### src/fetch_pkg.sv
`default_nettype none

package fetch_pkg;

   // ========================================
   // Fetch geometry
   // ========================================
   localparam int XLEN        = 32;                        // Data and address width
   localparam int FETCH_W     = 4;                         // Slots per fetch group
   localparam int SLOT_IDX_W  = $clog2(FETCH_W);           // Slot number width
   localparam int GROUP_BYTES = 4 * FETCH_W;               // Fall-through stride
   localparam logic [XLEN-1:0] RESET_PC = 32'h0000_0100;   // First fetch address

   // Downstream instruction buffer, one entry per group
   localparam int BUF_CREDITS = 4;
   localparam int CREDIT_W    = $clog2(BUF_CREDITS + 1);  // Holds 0..BUF_CREDITS

   // RV32 major opcodes seen by the early decoder
   localparam logic [6:0] OPCODE_BRANCH = 7'b110_0011;
   localparam logic [6:0] OPCODE_JAL    = 7'b110_1111;
   localparam logic [6:0] OPCODE_JALR   = 7'b110_0111;

   typedef enum logic [1:0] {
      OPC_BRANCH,
      OPC_JAL,
      OPC_JALR,     // Fetched but falls through
      OPC_OTHER
   } opcode_e;

   typedef enum logic [1:0] {
      PC_HOLD,      // Back-pressure, refetch same address
      PC_ADVANCE,   // Group sent, move to next PC
      PC_REDIRECT   // Mispredict from back end
   } pc_cmd_e;

   typedef struct packed {
      opcode_e         kind;
      logic [XLEN-1:0] imm;    // Zero for non-control words
   } predecode_t;

   typedef struct packed {
      logic [XLEN-1:0] instr;
      logic [XLEN-1:0] pc;
      logic            taken;  // Predicted taken
   } fetch_slot_t;

   typedef struct packed {
      logic [FETCH_W-1:0]        valid;  // Contiguous from slot 0
      fetch_slot_t [FETCH_W-1:0] slot;
   } fetch_group_t;

   // Single resolve port from the back end
   typedef struct packed {
      logic            valid;
      logic            is_branch;   // Conditional branch, trains the BHT
      logic            taken;       // Resolved outcome
      logic            mispredict;  // Forces a redirect
      logic [XLEN-1:0] pc;
      logic [XLEN-1:0] target;      // Correct next PC
   } resolve_t;

endpackage

`default_nettype wire

### src/bpred_pkg.sv
`default_nettype none

package bpred_pkg;

   localparam int BHT_ENTRIES = 32;
   localparam int BHT_IDX_W   = $clog2(BHT_ENTRIES);  // 5

   typedef logic [1:0] ctr_t;                         // 2-bit saturating counter

   localparam ctr_t CTR_MIN = 2'b00;                  // Strongly not taken
   localparam ctr_t CTR_WNT = 2'b01;                  // Weakly not taken, reset value
   localparam ctr_t CTR_MAX = 2'b11;                  // Strongly taken

   // Word-aligned PC bits select the entry
   function automatic logic [BHT_IDX_W-1:0] bht_index(
      input logic [fetch_pkg::XLEN-1:0] pc
   );
      return pc[BHT_IDX_W+1:2];
   endfunction

   // Saturating step toward the resolved outcome
   function automatic ctr_t ctr_next(input ctr_t ctr, input logic taken);
      ctr_t nxt;
      if (taken) begin
         nxt = (ctr == CTR_MAX) ? ctr : ctr + 2'd1;
      end else begin
         nxt = (ctr == CTR_MIN) ? ctr : ctr - 2'd1;
      end
      return nxt;
   endfunction

endpackage

`default_nettype wire

### src/branch_predictor.sv
`timescale 1ns/1ps
`default_nettype none

module branch_predictor (
   input  logic                             clk,
   input  logic                             rst_n_i,
   input  logic [fetch_pkg::XLEN-1:0]       base_pc_i,  // Group base address
   input  fetch_pkg::resolve_t              resolve_i,
   output logic [fetch_pkg::FETCH_W-1:0]    taken_o     // Counter MSB per slot
);

   import fetch_pkg::*;
   import bpred_pkg::*;

   // ========================================
   // Counter table
   // ========================================
   ctr_t bht_q [BHT_ENTRIES];

   logic [FETCH_W-1:0][BHT_IDX_W-1:0] rd_idx;   // One read port per slot
   logic [BHT_IDX_W-1:0]              upd_idx;
   logic                              upd_en;

   // ========================================
   // Lookup
   // ========================================

   // Slots of a group are consecutive words, so indices are consecutive
   // modulo the table size unless the group straddles a wrap
   always_comb begin
      for (int i = 0; i < FETCH_W; i++) begin
         rd_idx[i]  = bht_index(base_pc_i + XLEN'(4 * i));
         taken_o[i] = bht_q[rd_idx[i]][1];   // MSB set means taken
      end
   end

   // ========================================
   // Training
   // ========================================

   // Only conditional branches train, JAL and JALR never touch the table
   assign upd_en  = resolve_i.valid && resolve_i.is_branch;
   assign upd_idx = bht_index(resolve_i.pc);

   // Written value shows up on lookups from the next cycle on
   always_ff @(posedge clk) begin
      if (!rst_n_i) begin
         for (int e = 0; e < BHT_ENTRIES; e++) begin
            bht_q[e] <= CTR_WNT;              // All weakly not taken
         end
      end else if (upd_en) begin
         bht_q[upd_idx] <= ctr_next(bht_q[upd_idx], resolve_i.taken);
      end
   end

endmodule

`default_nettype wire

### src/fetch_unit.sv
`timescale 1ns/1ps
`default_nettype none

module fetch_unit (
   input  logic                                            clk,
   input  logic                                            rst_n_i,

   // Instruction memory, read combinationally
   output logic [fetch_pkg::XLEN-1:0]                      fetch_addr_o,
   input  logic [fetch_pkg::FETCH_W-1:0][fetch_pkg::XLEN-1:0] instr_i,

   // Back end resolve port
   input  fetch_pkg::resolve_t                             resolve_i,

   // Instruction buffer, credit based
   output fetch_pkg::fetch_group_t                         group_o,
   output logic                                            group_valid_o,
   input  logic                                            credit_return_i
);

   import fetch_pkg::*;

   predecode_t [FETCH_W-1:0]       pdec;          // Per-slot early decode
   logic [FETCH_W-1:0]             pred_taken;    // Raw BHT bits
   logic [XLEN-1:0]                pc;
   logic [FETCH_W-1:0][XLEN-1:0]   slot_pc;
   logic [FETCH_W-1:0]             slot_mask;
   logic [FETCH_W-1:0]             slot_taken;

   pc_cmd_e                        pc_cmd;
   logic                           flush;         // Mispredict this cycle
   logic                           send;
   logic [CREDIT_W-1:0]            credit_q;      // Free buffer entries

   // ========================================
   // Early decode, one per slot
   // ========================================
   for (genvar g = 0; g < FETCH_W; g++) begin : g_dec
      imm_decoder u_imm_dec (
         .instr_i (instr_i[g]),
         .pdec_o  (pdec[g])
      );
   end

   // ========================================
   // Send decision and PC command
   // ========================================
   assign flush = resolve_i.valid && resolve_i.mispredict;

   // Redirect beats a send, a send needs a free entry
   always_comb begin
      if (!rst_n_i) begin
         pc_cmd = PC_HOLD;                 // Nothing leaves while in reset
      end else if (flush) begin
         pc_cmd = PC_REDIRECT;
      end else if (credit_q != '0) begin
         pc_cmd = PC_ADVANCE;
      end else begin
         pc_cmd = PC_HOLD;
      end
   end

   assign send          = (pc_cmd == PC_ADVANCE);
   assign group_valid_o = send;

   // ========================================
   // Credit counter
   // ========================================

   // Send and return together cancel out
   always_ff @(posedge clk) begin
      if (!rst_n_i) begin
         credit_q <= CREDIT_W'(BUF_CREDITS);   // Buffer starts empty
      end else begin
         unique case ({send, credit_return_i})
            2'b10: credit_q <= credit_q - 1'b1;
            2'b01: begin
               // A return while full would be a buffer bug, count stays capped
               if (credit_q != CREDIT_W'(BUF_CREDITS)) begin
                  credit_q <= credit_q + 1'b1;
               end
            end
            default: credit_q <= credit_q;
         endcase
      end
   end

   // ========================================
   // Predictor and PC generator
   // ========================================
   branch_predictor u_bpred (
      .clk       (clk),
      .rst_n_i   (rst_n_i),
      .base_pc_i (pc),
      .resolve_i (resolve_i),
      .taken_o   (pred_taken)
   );

   pc_gen u_pc_gen (
      .clk           (clk),
      .rst_n_i       (rst_n_i),
      .cmd_i         (pc_cmd),
      .redirect_pc_i (resolve_i.target),
      .pdec_i        (pdec),
      .pred_taken_i  (pred_taken),
      .pc_o          (pc),
      .slot_pc_o     (slot_pc),
      .slot_mask_o   (slot_mask),
      .slot_taken_o  (slot_taken)
   );

   assign fetch_addr_o = pc;   // Base of the group in flight

   // ========================================
   // Output group
   // ========================================

   // Qualified by group_valid_o, slots past the first taken one are masked
   always_comb begin
      group_o.valid = slot_mask;
      for (int i = 0; i < FETCH_W; i++) begin
         group_o.slot[i].instr = instr_i[i];
         group_o.slot[i].pc    = slot_pc[i];
         group_o.slot[i].taken = slot_taken[i];
      end
   end

endmodule

`default_nettype wire

### src/imm_decoder.sv
`timescale 1ns/1ps
`default_nettype none

module imm_decoder (
   input  logic [fetch_pkg::XLEN-1:0] instr_i,
   output fetch_pkg::predecode_t      pdec_o
);

   import fetch_pkg::*;

   logic [6:0]      opcode;
   logic [XLEN-1:0] imm_b;   // Branch offset
   logic [XLEN-1:0] imm_j;   // JAL offset

   assign opcode = instr_i[6:0];

   // B-type: imm[12|10:5] in 31:25, imm[4:1|11] in 11:7
   assign imm_b = {{19{instr_i[31]}},
                   instr_i[31],
                   instr_i[7],
                   instr_i[30:25],
                   instr_i[11:8],
                   1'b0};

   // J-type: imm[20|10:1|11|19:12] in 31:12
   assign imm_j = {{11{instr_i[31]}},
                   instr_i[31],
                   instr_i[19:12],
                   instr_i[20],
                   instr_i[30:21],
                   1'b0};

   // Classify by major opcode only, funct3 is not checked here
   always_comb begin
      unique case (opcode)
         OPCODE_BRANCH: begin
            pdec_o.kind = OPC_BRANCH;
            pdec_o.imm  = imm_b;
         end
         OPCODE_JAL: begin
            pdec_o.kind = OPC_JAL;
            pdec_o.imm  = imm_j;
         end
         OPCODE_JALR: begin
            pdec_o.kind = OPC_JALR;    // Register target, unknown at fetch
            pdec_o.imm  = '0;
         end
         default: begin
            pdec_o.kind = OPC_OTHER;
            pdec_o.imm  = '0;
         end
      endcase
   end

endmodule

`default_nettype wire

### src/pc_gen.sv
`timescale 1ns/1ps
`default_nettype none

module pc_gen (
   input  logic                                          clk,
   input  logic                                          rst_n_i,
   input  fetch_pkg::pc_cmd_e                            cmd_i,
   input  logic [fetch_pkg::XLEN-1:0]                    redirect_pc_i,
   input  fetch_pkg::predecode_t [fetch_pkg::FETCH_W-1:0] pdec_i,
   input  logic [fetch_pkg::FETCH_W-1:0]                 pred_taken_i,
   output logic [fetch_pkg::XLEN-1:0]                    pc_o,
   output logic [fetch_pkg::FETCH_W-1:0][fetch_pkg::XLEN-1:0] slot_pc_o,
   output logic [fetch_pkg::FETCH_W-1:0]                 slot_mask_o,
   output logic [fetch_pkg::FETCH_W-1:0]                 slot_taken_o
);

   import fetch_pkg::*;

   logic [XLEN-1:0]                pc_q;        // Group base address
   logic [XLEN-1:0]                next_pc;
   logic [FETCH_W-1:0][XLEN-1:0]   slot_tgt;    // PC-relative targets
   logic                           any_taken;
   logic [SLOT_IDX_W-1:0]          first_idx;   // Lowest taken slot

   assign pc_o = pc_q;

   // ========================================
   // Per-slot PCs, targets and taken flags
   // ========================================
   always_comb begin
      for (int i = 0; i < FETCH_W; i++) begin
         slot_pc_o[i]    = pc_q + XLEN'(4 * i);
         slot_tgt[i]     = slot_pc_o[i] + pdec_i[i].imm;
         // JAL always redirects, branch follows the BHT, JALR falls through
         slot_taken_o[i] = (pdec_i[i].kind == OPC_JAL) ||
                           ((pdec_i[i].kind == OPC_BRANCH) && pred_taken_i[i]);
      end
   end

   // ========================================
   // First taken slot, mask and next PC
   // ========================================
   always_comb begin
      any_taken = 1'b0;
      first_idx = '0;
      // Scan downward so the lowest taken slot wins
      for (int i = FETCH_W - 1; i >= 0; i--) begin
         if (slot_taken_o[i]) begin
            any_taken = 1'b1;
            first_idx = SLOT_IDX_W'(i);
         end
      end
      for (int i = 0; i < FETCH_W; i++) begin
         slot_mask_o[i] = !any_taken || (i <= int'(first_idx));  // Keep up to taken slot
      end
      next_pc = any_taken ? slot_tgt[first_idx] : pc_q + XLEN'(GROUP_BYTES);
   end

   always_ff @(posedge clk) begin
      if (!rst_n_i) begin
         pc_q <= RESET_PC;
      end else begin
         unique case (cmd_i)
            PC_ADVANCE:  pc_q <= next_pc;
            PC_REDIRECT: pc_q <= redirect_pc_i;     // Back end wins over prediction
            default:     pc_q <= pc_q;              // Refetch under back-pressure
         endcase
      end
   end

endmodule

`default_nettype wire

### config.mk
export PLATFORM = sky130hd
export DESIGN_NAME = fetch_unit
export DESIGN_NICKNAME = d
export VERILOG_FILES = /design/src/fetch_pkg.sv /design/src/bpred_pkg.sv /design/src/branch_predictor.sv /design/src/fetch_unit.sv /design/src/imm_decoder.sv /design/src/pc_gen.sv
export SDC_FILE = /design/constraint.sdc
export NUM_CORES = 1
export LEC_CHECK = 0
export BUFFER_PORTS_ARGS = -buffer_cell sky130_fd_sc_hd__buf_2
export CAP_MARGIN = 20
export CORE_MARGIN = 4
export CORE_UTILIZATION = 50
export DETAILED_ROUTE_END_ITERATION = 6
export GPL_ROUTABILITY_DRIVEN = 0
export HOLD_SLACK_MARGIN = 0.1
export PLACE_DENSITY = 0.82
export SKIP_CTS_REPAIR_TIMING = 1
export SYNTH_ARGS = -nofsm -noshare
export SYNTH_HDL_FRONTEND = slang
export SYNTH_SLANG_ARGS = --single-unit
### constraint.sdc
create_clock -name clk -period 14.84 [get_ports clk]
set_input_delay 2.968 -clock clk [delete_from_list [all_inputs] [get_ports clk]]
set_output_delay 2.968 -clock clk [all_outputs]
set_load 0.01 [all_outputs]
Word level (Yosys, flattened, before mapping):

Memories as Yosys holds them, arrays and structs flattened. A register that Yosys moved wholly into a read port is not among the register bits.
Index checks and enable logic that the tools add are counted.
W data, S select, Z words.

* input port bits: 199
* bits in writable memories: 64
* memories: 1
* register bits: 35

Memory list
* u_bpred.bht_q: words 32, width 2, read ports 5, clocked after memory_dff 1, write ports 32, line branch_predictor.sv:18 `ctr_t bht_q [BHT_ENTRIES];`

* reduce and logical (&&, ||, !) cells: 24
* $add $sub $neg: 12
* magnitude comparators: 4
* mux-type cells: 35
* equal/unequal tests: 23

Operator list (number)
* $pmux W34 S3: 4
* $add A32 B32 Y32: 4
* $eq A7 B7 Y1 const B: 12
* $add A32 B4 Y32 const B: 2
* $bmux W32 S2: 1
* $mux W32: 2
* $pmux W32 S2: 1
* $add A32 B3 Y32 const B: 1
* $add A32 B5 Y32 const B: 1
* $mux W2: 12
* $mux W5: 3
* $eq A2 B1 Y1 const B: 6
* $logic_not A2 Y1: 5
* $mux W1: 10
* $logic_or A1 B1 Y1: 7
* $eq A2 B2 Y1 const B: 3
* $logic_and A1 B1 Y1: 6
* $pmux W3 S2: 1
* $le A2 B2 Y1 const A: 2
* $reduce_bool A2 Y1: 2
* $add A3 B1 Y3 const B: 1
* $lt A2 B3 Y1 const B: 1
* $mux W3: 1
* $ne A3 B3 Y1 const B: 1
* 9 further kinds: 9

Longest topological paths before layout:

Gate-level depths: netlist of the first run.

* depth after elaboration: 15
* depth in mapped cells: 21
* gate-level depth less buffers: 19

Cells and area by module:

From an unflattened synthesis of the first run, not the netlist that was laid out.

* cells, all modules: 2380
* area total of the unflattened synthesis: 18909.4 µm²

Modules (own cells, without submodules)
* pc_gen: instances 1, area each 10938.0 µm², cells each 1563
* branch_predictor: instances 1, area each 4563.1 µm², cells each 371
* imm_decoder: instances 4, area each 553.0 µm², cells each 73
* fetch_unit: instances 1, area each 1196.1 µm², cells each 154

Worst setup path after synthesis of the first run:

No wires, ideal clock.

* path type: in2out
* start: input instr_i[37] in the netlist's numbering
* end: output group_o[262] in the netlist's numbering
* required time: 11.872 ns
* path slack: 7.194 ns
* stages: 9
* arrival time: 4.678 ns
* cells stage by stage: and4b_1 -> and4_1 -> clkbuf_1 -> nand2b_1 -> a2111oi_0 -> nor4_1 -> buf_2 -> nor2_2 -> buf_2

RTL lines
* from (decl): line fetch_unit.sv:10 `input logic [fetch_pkg::FETCH_W-1:0][fetch_pkg::XLEN-1:0] instr_i,`
* to (decl): line fetch_unit.sv:16 `output fetch_pkg::fetch_group_t group_o,`

==> results of run 1 <==
[synth_stat cells, types with 43 or more instances]
cell      number
a21o_1        66
a21oi_1      160
and2_1        43
buf_4        185
clkbuf_1      88
edfxtp_1      64
ha_1         106
inv_1         72
mux4_2        50
nand2_1      192
nand3_1       54
nor2_1       168
nor3_1        67
o21ai_0      141
xnor2_1      148
xor2_1        65
[state kept, by name, indices dropped and copies added, names as in the netlist, named ones only]
signal	count
u_bpred.bht_q	64
u_pc_gen.pc_o	32
credit_q	3
[tightest hold or removal path, stage by stage (launching register included)]
cell,delay [ns]
dfxtp_1,0.35
mux2i_1,0.13
nor2b_1,0.06
[cells by family (layout without fill, tap and decap cells)]
family / after synthesis / in the layout / share of synthesized area
other: 1 / 8 / 0.000213
and+or+nand+nor: 706 / 706 / 0.201
xor gates and xnor gates: 213 / 213 / 0.106
DFF: 104 / 104 / 0.155
AOI/OAI and AO/OA: 659 / 659 / 0.248
buffers and inverters: 387 / 581 / 0.126
adders and majority gates: 115 / 115 / 0.0834
muxes: 78 / 78 / 0.0804
[through the flow]
stage | total power [uW] | worst slack [ns] | cells
floorplan | 683 | 7.19 | 2263
global placement | 820 | 6.32 | 2894
detailed placement | 834 | 6.09 | 2895
CTS | 1090 | 6.09 | 2911
global route | 1150 | 5.91 | 2919
finish | 1110 | 5.95 | 2919
[worst paths after layout]
| check | from | to | slack [ns] | cells past startpoint |
|---|---|---|---|---|
| hold / removal | u_pc_gen.pc_o[0]$_SDFFE_PN0P_ | u_pc_gen.pc_o[0]$_SDFFE_PN0P_ | 0.57 | 2 |
| setup reg to reg | u_pc_gen.pc_o[4]$_SDFFE_PN0N_ | u_pc_gen.pc_o[29]$_SDFFE_PN0N_ | 8.34 | 20 |
| hold reg to reg | u_pc_gen.pc_o[0]$_SDFFE_PN0P_ | u_pc_gen.pc_o[0]$_SDFFE_PN0P_ | 0.57 | 2 |
| setup / recovery | instr_i[37] | group_o[263] | 5.95 | 9 |
[area by class of cell]
class,instances,area (um2)
multi-input cells,1772,12700
flip-flops and latches,104,2720
diodes,7,17.5
fillers,3235,15500
inverters,77,292
clock buffers,9,225
clock inverters,7,93.8
repair buffers,488,2520
well taps,455,569
[power breakdown]
group	leakage, uW	switching, uW	internal [uW]
combinational	0.00762	296	182
clock	0.000154	140	123
sequential	0.000902	50.8	320
[routing by layer]
layer,share of wire,routed length [um]
met1,0.35,25300
met2,0.45,32200
met4,0.065,4640
met5,0,0
met3,0.13,9220
==> impl_metrics.json, run 1 <==
{
  "status": "completed",
  "dp_hpwl_um": 56000,
  "grt_max_degree": 73,
  "drv_cap": 0,
  "numCtsBuffers": 9,
  "numPortBuffers": 467,
  "cts_tree": "built",
  "synth_fp_nets": 2573,
  "grt_usage": 0.348,
  "ios": 496,
  "coreArea_um2": 34600,
  "report.final.slew_viol_count": 0,
  "ys_top_cells_by_area": "edfxtp_1 11%, buf_4 7.9%, ha_1 7.5%",
  "power.leakage_uw": 0.00867,
  "drt_iter0_drc": 2673,
  "critPathLaunchType": "primary input",
  "setup_viol": 0,
  "arrival_ns": 5.92,
  "timing.final.crit_share": 0.599,
  "powerDensity_nw_per_um2": 58.2,
  "final_cell_mix": "467 x buf_2, 192 x nand2_1, 168 x nor2_1",
  "syn_inst": 2263,
  "rows": 68,
  "synth_edf_count": 64,
  "die_h_um": 195,
  "grt_pass1_wl_um": 105000,
  "cp.required_ns": 11.87,
  "dpl-instance-area_um2": 18800,
  "rsz0062_at_grt": "false",
  "nNetsFinal": 2762,
  "critPathBufInv": 3,
  "syn_area_um2": 17600,
  "final_util": 0.552,
  "slew_headroom": 0.248,
  "remaining_drc_errors": 0,
  "worstSkewPairLatency_ns": 0.39,
  "tightest_slew_ns": 1.12,
  "synth_seq_cells": 104,
  "clk_pin_slew_worst_paths_ns": 0.08,
  "cts_sinks": 104,
  "timing.setup.tns_ns": 0,
  "antenna_found_initial": 7,
  "fin_worst_skew_ns": 0.0202,
  "irDropWorstVdd_uv": 54.7,
  "routed_wl_um": 71400,
  "cts_max_level": 3,
  "grt_remaining_overflow": 0,
  "dr_total_vias": 19300,
  "firstDrtPassIters": 6,
  "async_reset_ff_frac": 0,
  "clock-root-buffer": "clkbuf_16",
  "ys_warn_count": 0,
  "fmax_mhz": 112,
  "synth_top_cell_by_area": "edfxtp_1",
  "postLayoutCellArea_um2": 19100,
  "synth_top_area_share": 0.109,
  "viasPerCell": 6.61,
  "dieWidth_um": 195,
  "critPathMaxStageDelay_ns": 0.65,
  "routedWlPerCell_um": 24.5,
  "die-area_um2": 38200,
  "synth.avg_cell_area_um2": 7.77,
  "critPathSlowestCell": "nor3_1",
  "first_global_vias": 18100,
  "met2_usage": 0.563,
  "ys.flop_type": "edfxtp_1",
  "drive_gt1_frac": 0.249,
  "whs_ns": 0.571,
  "critPathMaxFanout": 15,
  "hold_violations": 0,
  "synthToLayoutAreaGrowth_pct": 8.73,
  "cp_cell_sequence": "buf_2 > and4b_1 > and4_1 > nand2b_1 > a2111oi_0 > nor4_2 > buf_4 > nor3_1 > buf_2",
  "ys_seq_area_frac": 0.155,
  "start_util": 0.508,
  "antenna_left": 0,
  "path_class": "primary input to primary output",
  "cts_buffer_depth": 2,
  "layout_commonest_cell": "buf_2",
  "hp-class": "flip-flop to flip-flop",
  "use_met3": 0.0785,
  "use_met1": 0.432,
  "period_minus_slack_ns": 8.89,
  "cp-end-kind": "primary output",
  "synth_cell_types": 100,
  "cp_top_family": "simple AND/OR/NAND/NOR gates",
  "cp_common_cell": "buf_2",
  "grt_busiest_layer": "met2"
}
Power figures use the tool's default switching activity.
==> inputs of run 2 (changes only) <==
ABC_AREA = 1   (was unset)
clock period = 9.1 ns   (was 14.84 ns; I/O delays follow)
==> impl_metrics.json, run 2 <==
{
  "grt_remaining_overflow": 0,
  "setup_viol": 0,
  "coreArea_um2": 36500,
  "clock-root-buffer": "clkbuf_16",
  "fill_cells": 3759,
  "arrival_ns": 4.08,
  "layout_commonest_cell": "nand2_1",
  "routed_wl_um": 77500,
  "synth_mux_area_frac": 0,
  "synth_fp_nets": 3369,
  "routedWlPerCell_um": 20.6,
  "start_util": 0.505,
  "worstSkewPairLatency_ns": 0.38,
  "worst-r2r-cell-count": 17,
  "whs_ns": 0.525,
  "cp_top_family": "simple AND/OR/NAND/NOR gates",
  "tightest_slew_ns": 1.02,
  "cts_buffer_depth": 2,
  "irDropWorstVdd_uv": 94.3,
  "fmax_mhz": 169,
  "die_h_um": 200,
  "ys_seq_area_frac": 0.148,
  "dp_hpwl_um": 62800,
  "synthTopCellsByCount": "771 x nand2_1, 332 x inv_1, 285 x nor2_1",
  "synthXorXnorAreaFrac": 0.0644,
  "cp_cell_sequence": "buf_2 > nand2_1 > nor2_1 > nand2_1 > inv_1 > nor2_1 > inv_1 > nand2_2 > nand2_2 > inv_2 > buf_2",
  "dp.cells": 3748,
  "critPathSlowestCell": "nor2_1",
  "timing.setup.tns_ns": 0,
  "first_global_vias": 19500,
  "cts_tree": "built",
  "drv_cap": 0,
  "numCtsBuffers": 9,
  "ios": 496,
  "powerDensity_nw_per_um2": 107,
  "synth_edf_count": 64,
  "fin_worst_skew_ns": 0.0195,
  "grt_usage": 0.366,
  "numPortBuffers": 467,
  "syn_area_um2": 18500,
  "final_cell_mix": "771 x nand2_1, 467 x buf_2, 332 x inv_1",
  "cp-end-kind": "primary output",
  "slew_headroom": 0.315,
  "async_reset_ff_frac": 0,
  "fin_cells": 3770,
  "drive_gt1_frac": 0.207,
  "ys_top_cells_by_area": "nand2_1 16%, edfxtp_1 10%, buf_4 7.4%",
  "synth_compound_area_frac": 0.178,
  "synthToLayoutAreaGrowth_pct": 8.94,
  "remaining_drc_errors": 0,
  "ys_warn_count": 0,
  "grt_pass1_wl_um": 112000,
  "rsz0062_at_grt": "false",
  "viasPerCell": 5.82,
  "dieWidth_um": 200,
  "critPathLaunchType": "primary input",
  "synth_cell_types": 66,
  "top_register": "u_bpred.bht_q",
  "dr_total_vias": 21900,
  "status": "completed",
  "synth_top_cell_by_area": "nand2_1",
  "report.final.slew_viol_count": 0,
  "synth_top_area_share": 0.157,
  "multi_input_area_um2": 12600,
  "firstDrtPassIters": 6,
  "seqCellArea_um2": 2720,
  "critPathMaxStageDelay_ns": 0.38,
  "syn_inst": 3059,
  "cp.required_ns": 7.28,
  "timing.final.crit_share": 0.649,
  "hold_violations": 0,
  "final_util": 0.550,
  "clk_pin_slew_worst_paths_ns": 0.08,
  "rows": 70,
  "drt_iter0_drc": 3198,
  "cts_sinks": 104,
  "power.leakage_uw": 0.0104,
  "cts_max_level": 3,
  "hp-class": "flip-flop to flip-flop",
  "holdPathStages": 1,
  "period_minus_slack_ns": 5.90,
  "synth.most_common_cell": "nand2_1",
  "synth-adder-area-share": 0.0773,
  "synth_top_family_by_area": "simple AND/OR/NAND/NOR gates",
  "path_class": "primary input to primary output",
  "synth.avg_cell_area_um2": 6.03,
  "grt_max_degree": 74,
  "critPathBufInv": 5,
  "synth_seq_cells": 104,
  "antenna_left": 0,
  "largest_reg_flops": 64,
  "path_depth": 11,
  "die-area_um2": 40000,
  "critPathMaxFanout": 14,
  "yosys.area_share.simple": 0.362,
  "nNetsFinal": 3604,
  "antenna_found_initial": 4,
  "ys.flop_type": "edfxtp_1"
}
[run 2: changes by cell type after synthesis, moves of 41 or more]
| cell | change |
|---|---|
| a21oi_1 | +64 |
| nor3_1 | -41 |
| mux4_2 | -50 |
| nand3_1 | +178 |
| nand2_2 | +47 |
| o21ai_0 | +61 |
| inv_1 | +260 |
| xnor2_1 | -125 |
| clkbuf_1 | -53 |
| xor2_1 | +42 |
| a21o_1 | -60 |
| nor2_1 | +117 |
| nand2_1 | +579 |
[run 2: metrics by stage]
| step | area [um2] | worst slack, ns | power, uW |
|---|---|---|---|
| after floorplan | 18500 | 4.02 | 1350 |
| after global placement | 19700 | 3.28 | 1700 |
| after detailed placement | 19700 | 3.26 | 1700 |
| after CTS | 20000 | 3.24 | 2100 |
| after global routing | 20100 | 3.02 | 2260 |
| final | 20100 | 3.20 | 2160 |
[run 2: path summary, 6_finish.rpt]
kind	start	slack, ns	to
setup / recovery	instr_i[1]	3.20	group_o[262]
hold reg to reg	credit_q[0]$_SDFFE_PN0P_	0.53	credit_q[0]$_SDFFE_PN0P_
hold / removal	credit_q[0]$_SDFFE_PN0P_	0.53	credit_q[0]$_SDFFE_PN0P_
setup reg to reg	u_pc_gen.pc_o[3]$_SDFFE_PN0N_	3.79	u_pc_gen.pc_o[4]$_SDFFE_PN0N_
[run 2: power by group]
group	switching [uW]	total [uW]	internal (uW)
combinational	762	1130	365
clock	208	402	194
sequential	95.7	626	530
total	1070	2160	1090
[run 2: cell type report]
cell class | count | area share
multi-input cells | 2329 | 0.627
flip-flops and latches | 104 | 0.136
repair buffers | 478 | 0.123
inverters | 372 | 0.0698
well taps | 468 | 0.0291
clock buffers | 9 | 0.0112
clock inverters | 7 | 0.00342
diodes | 3 | 0.000373
[run 2: cells by family (layout without fill, tap and decap cells)]
group                    after synthesis  in the layout
flip-flops                           104            104
other                                  1              4
AO/OA/AOI/OAI                        586            586
XOR/XNOR                             133            133
adder cells (fa/ha/maj)              111            111
buffers and inverters                626            866
AND/OR/NAND/NOR                     1498           1498
[run 2: routing by layer]
metal / vias up / wire (um) / GRT usage
li1: 10400 / - / -
met1: 9665 / 28000 / 0.466
met2: 1639 / 32700 / 0.569
met3: 273 / 11200 / 0.0829
met4: 2 / 5510 / 0.214
met5: - / 13 / 0
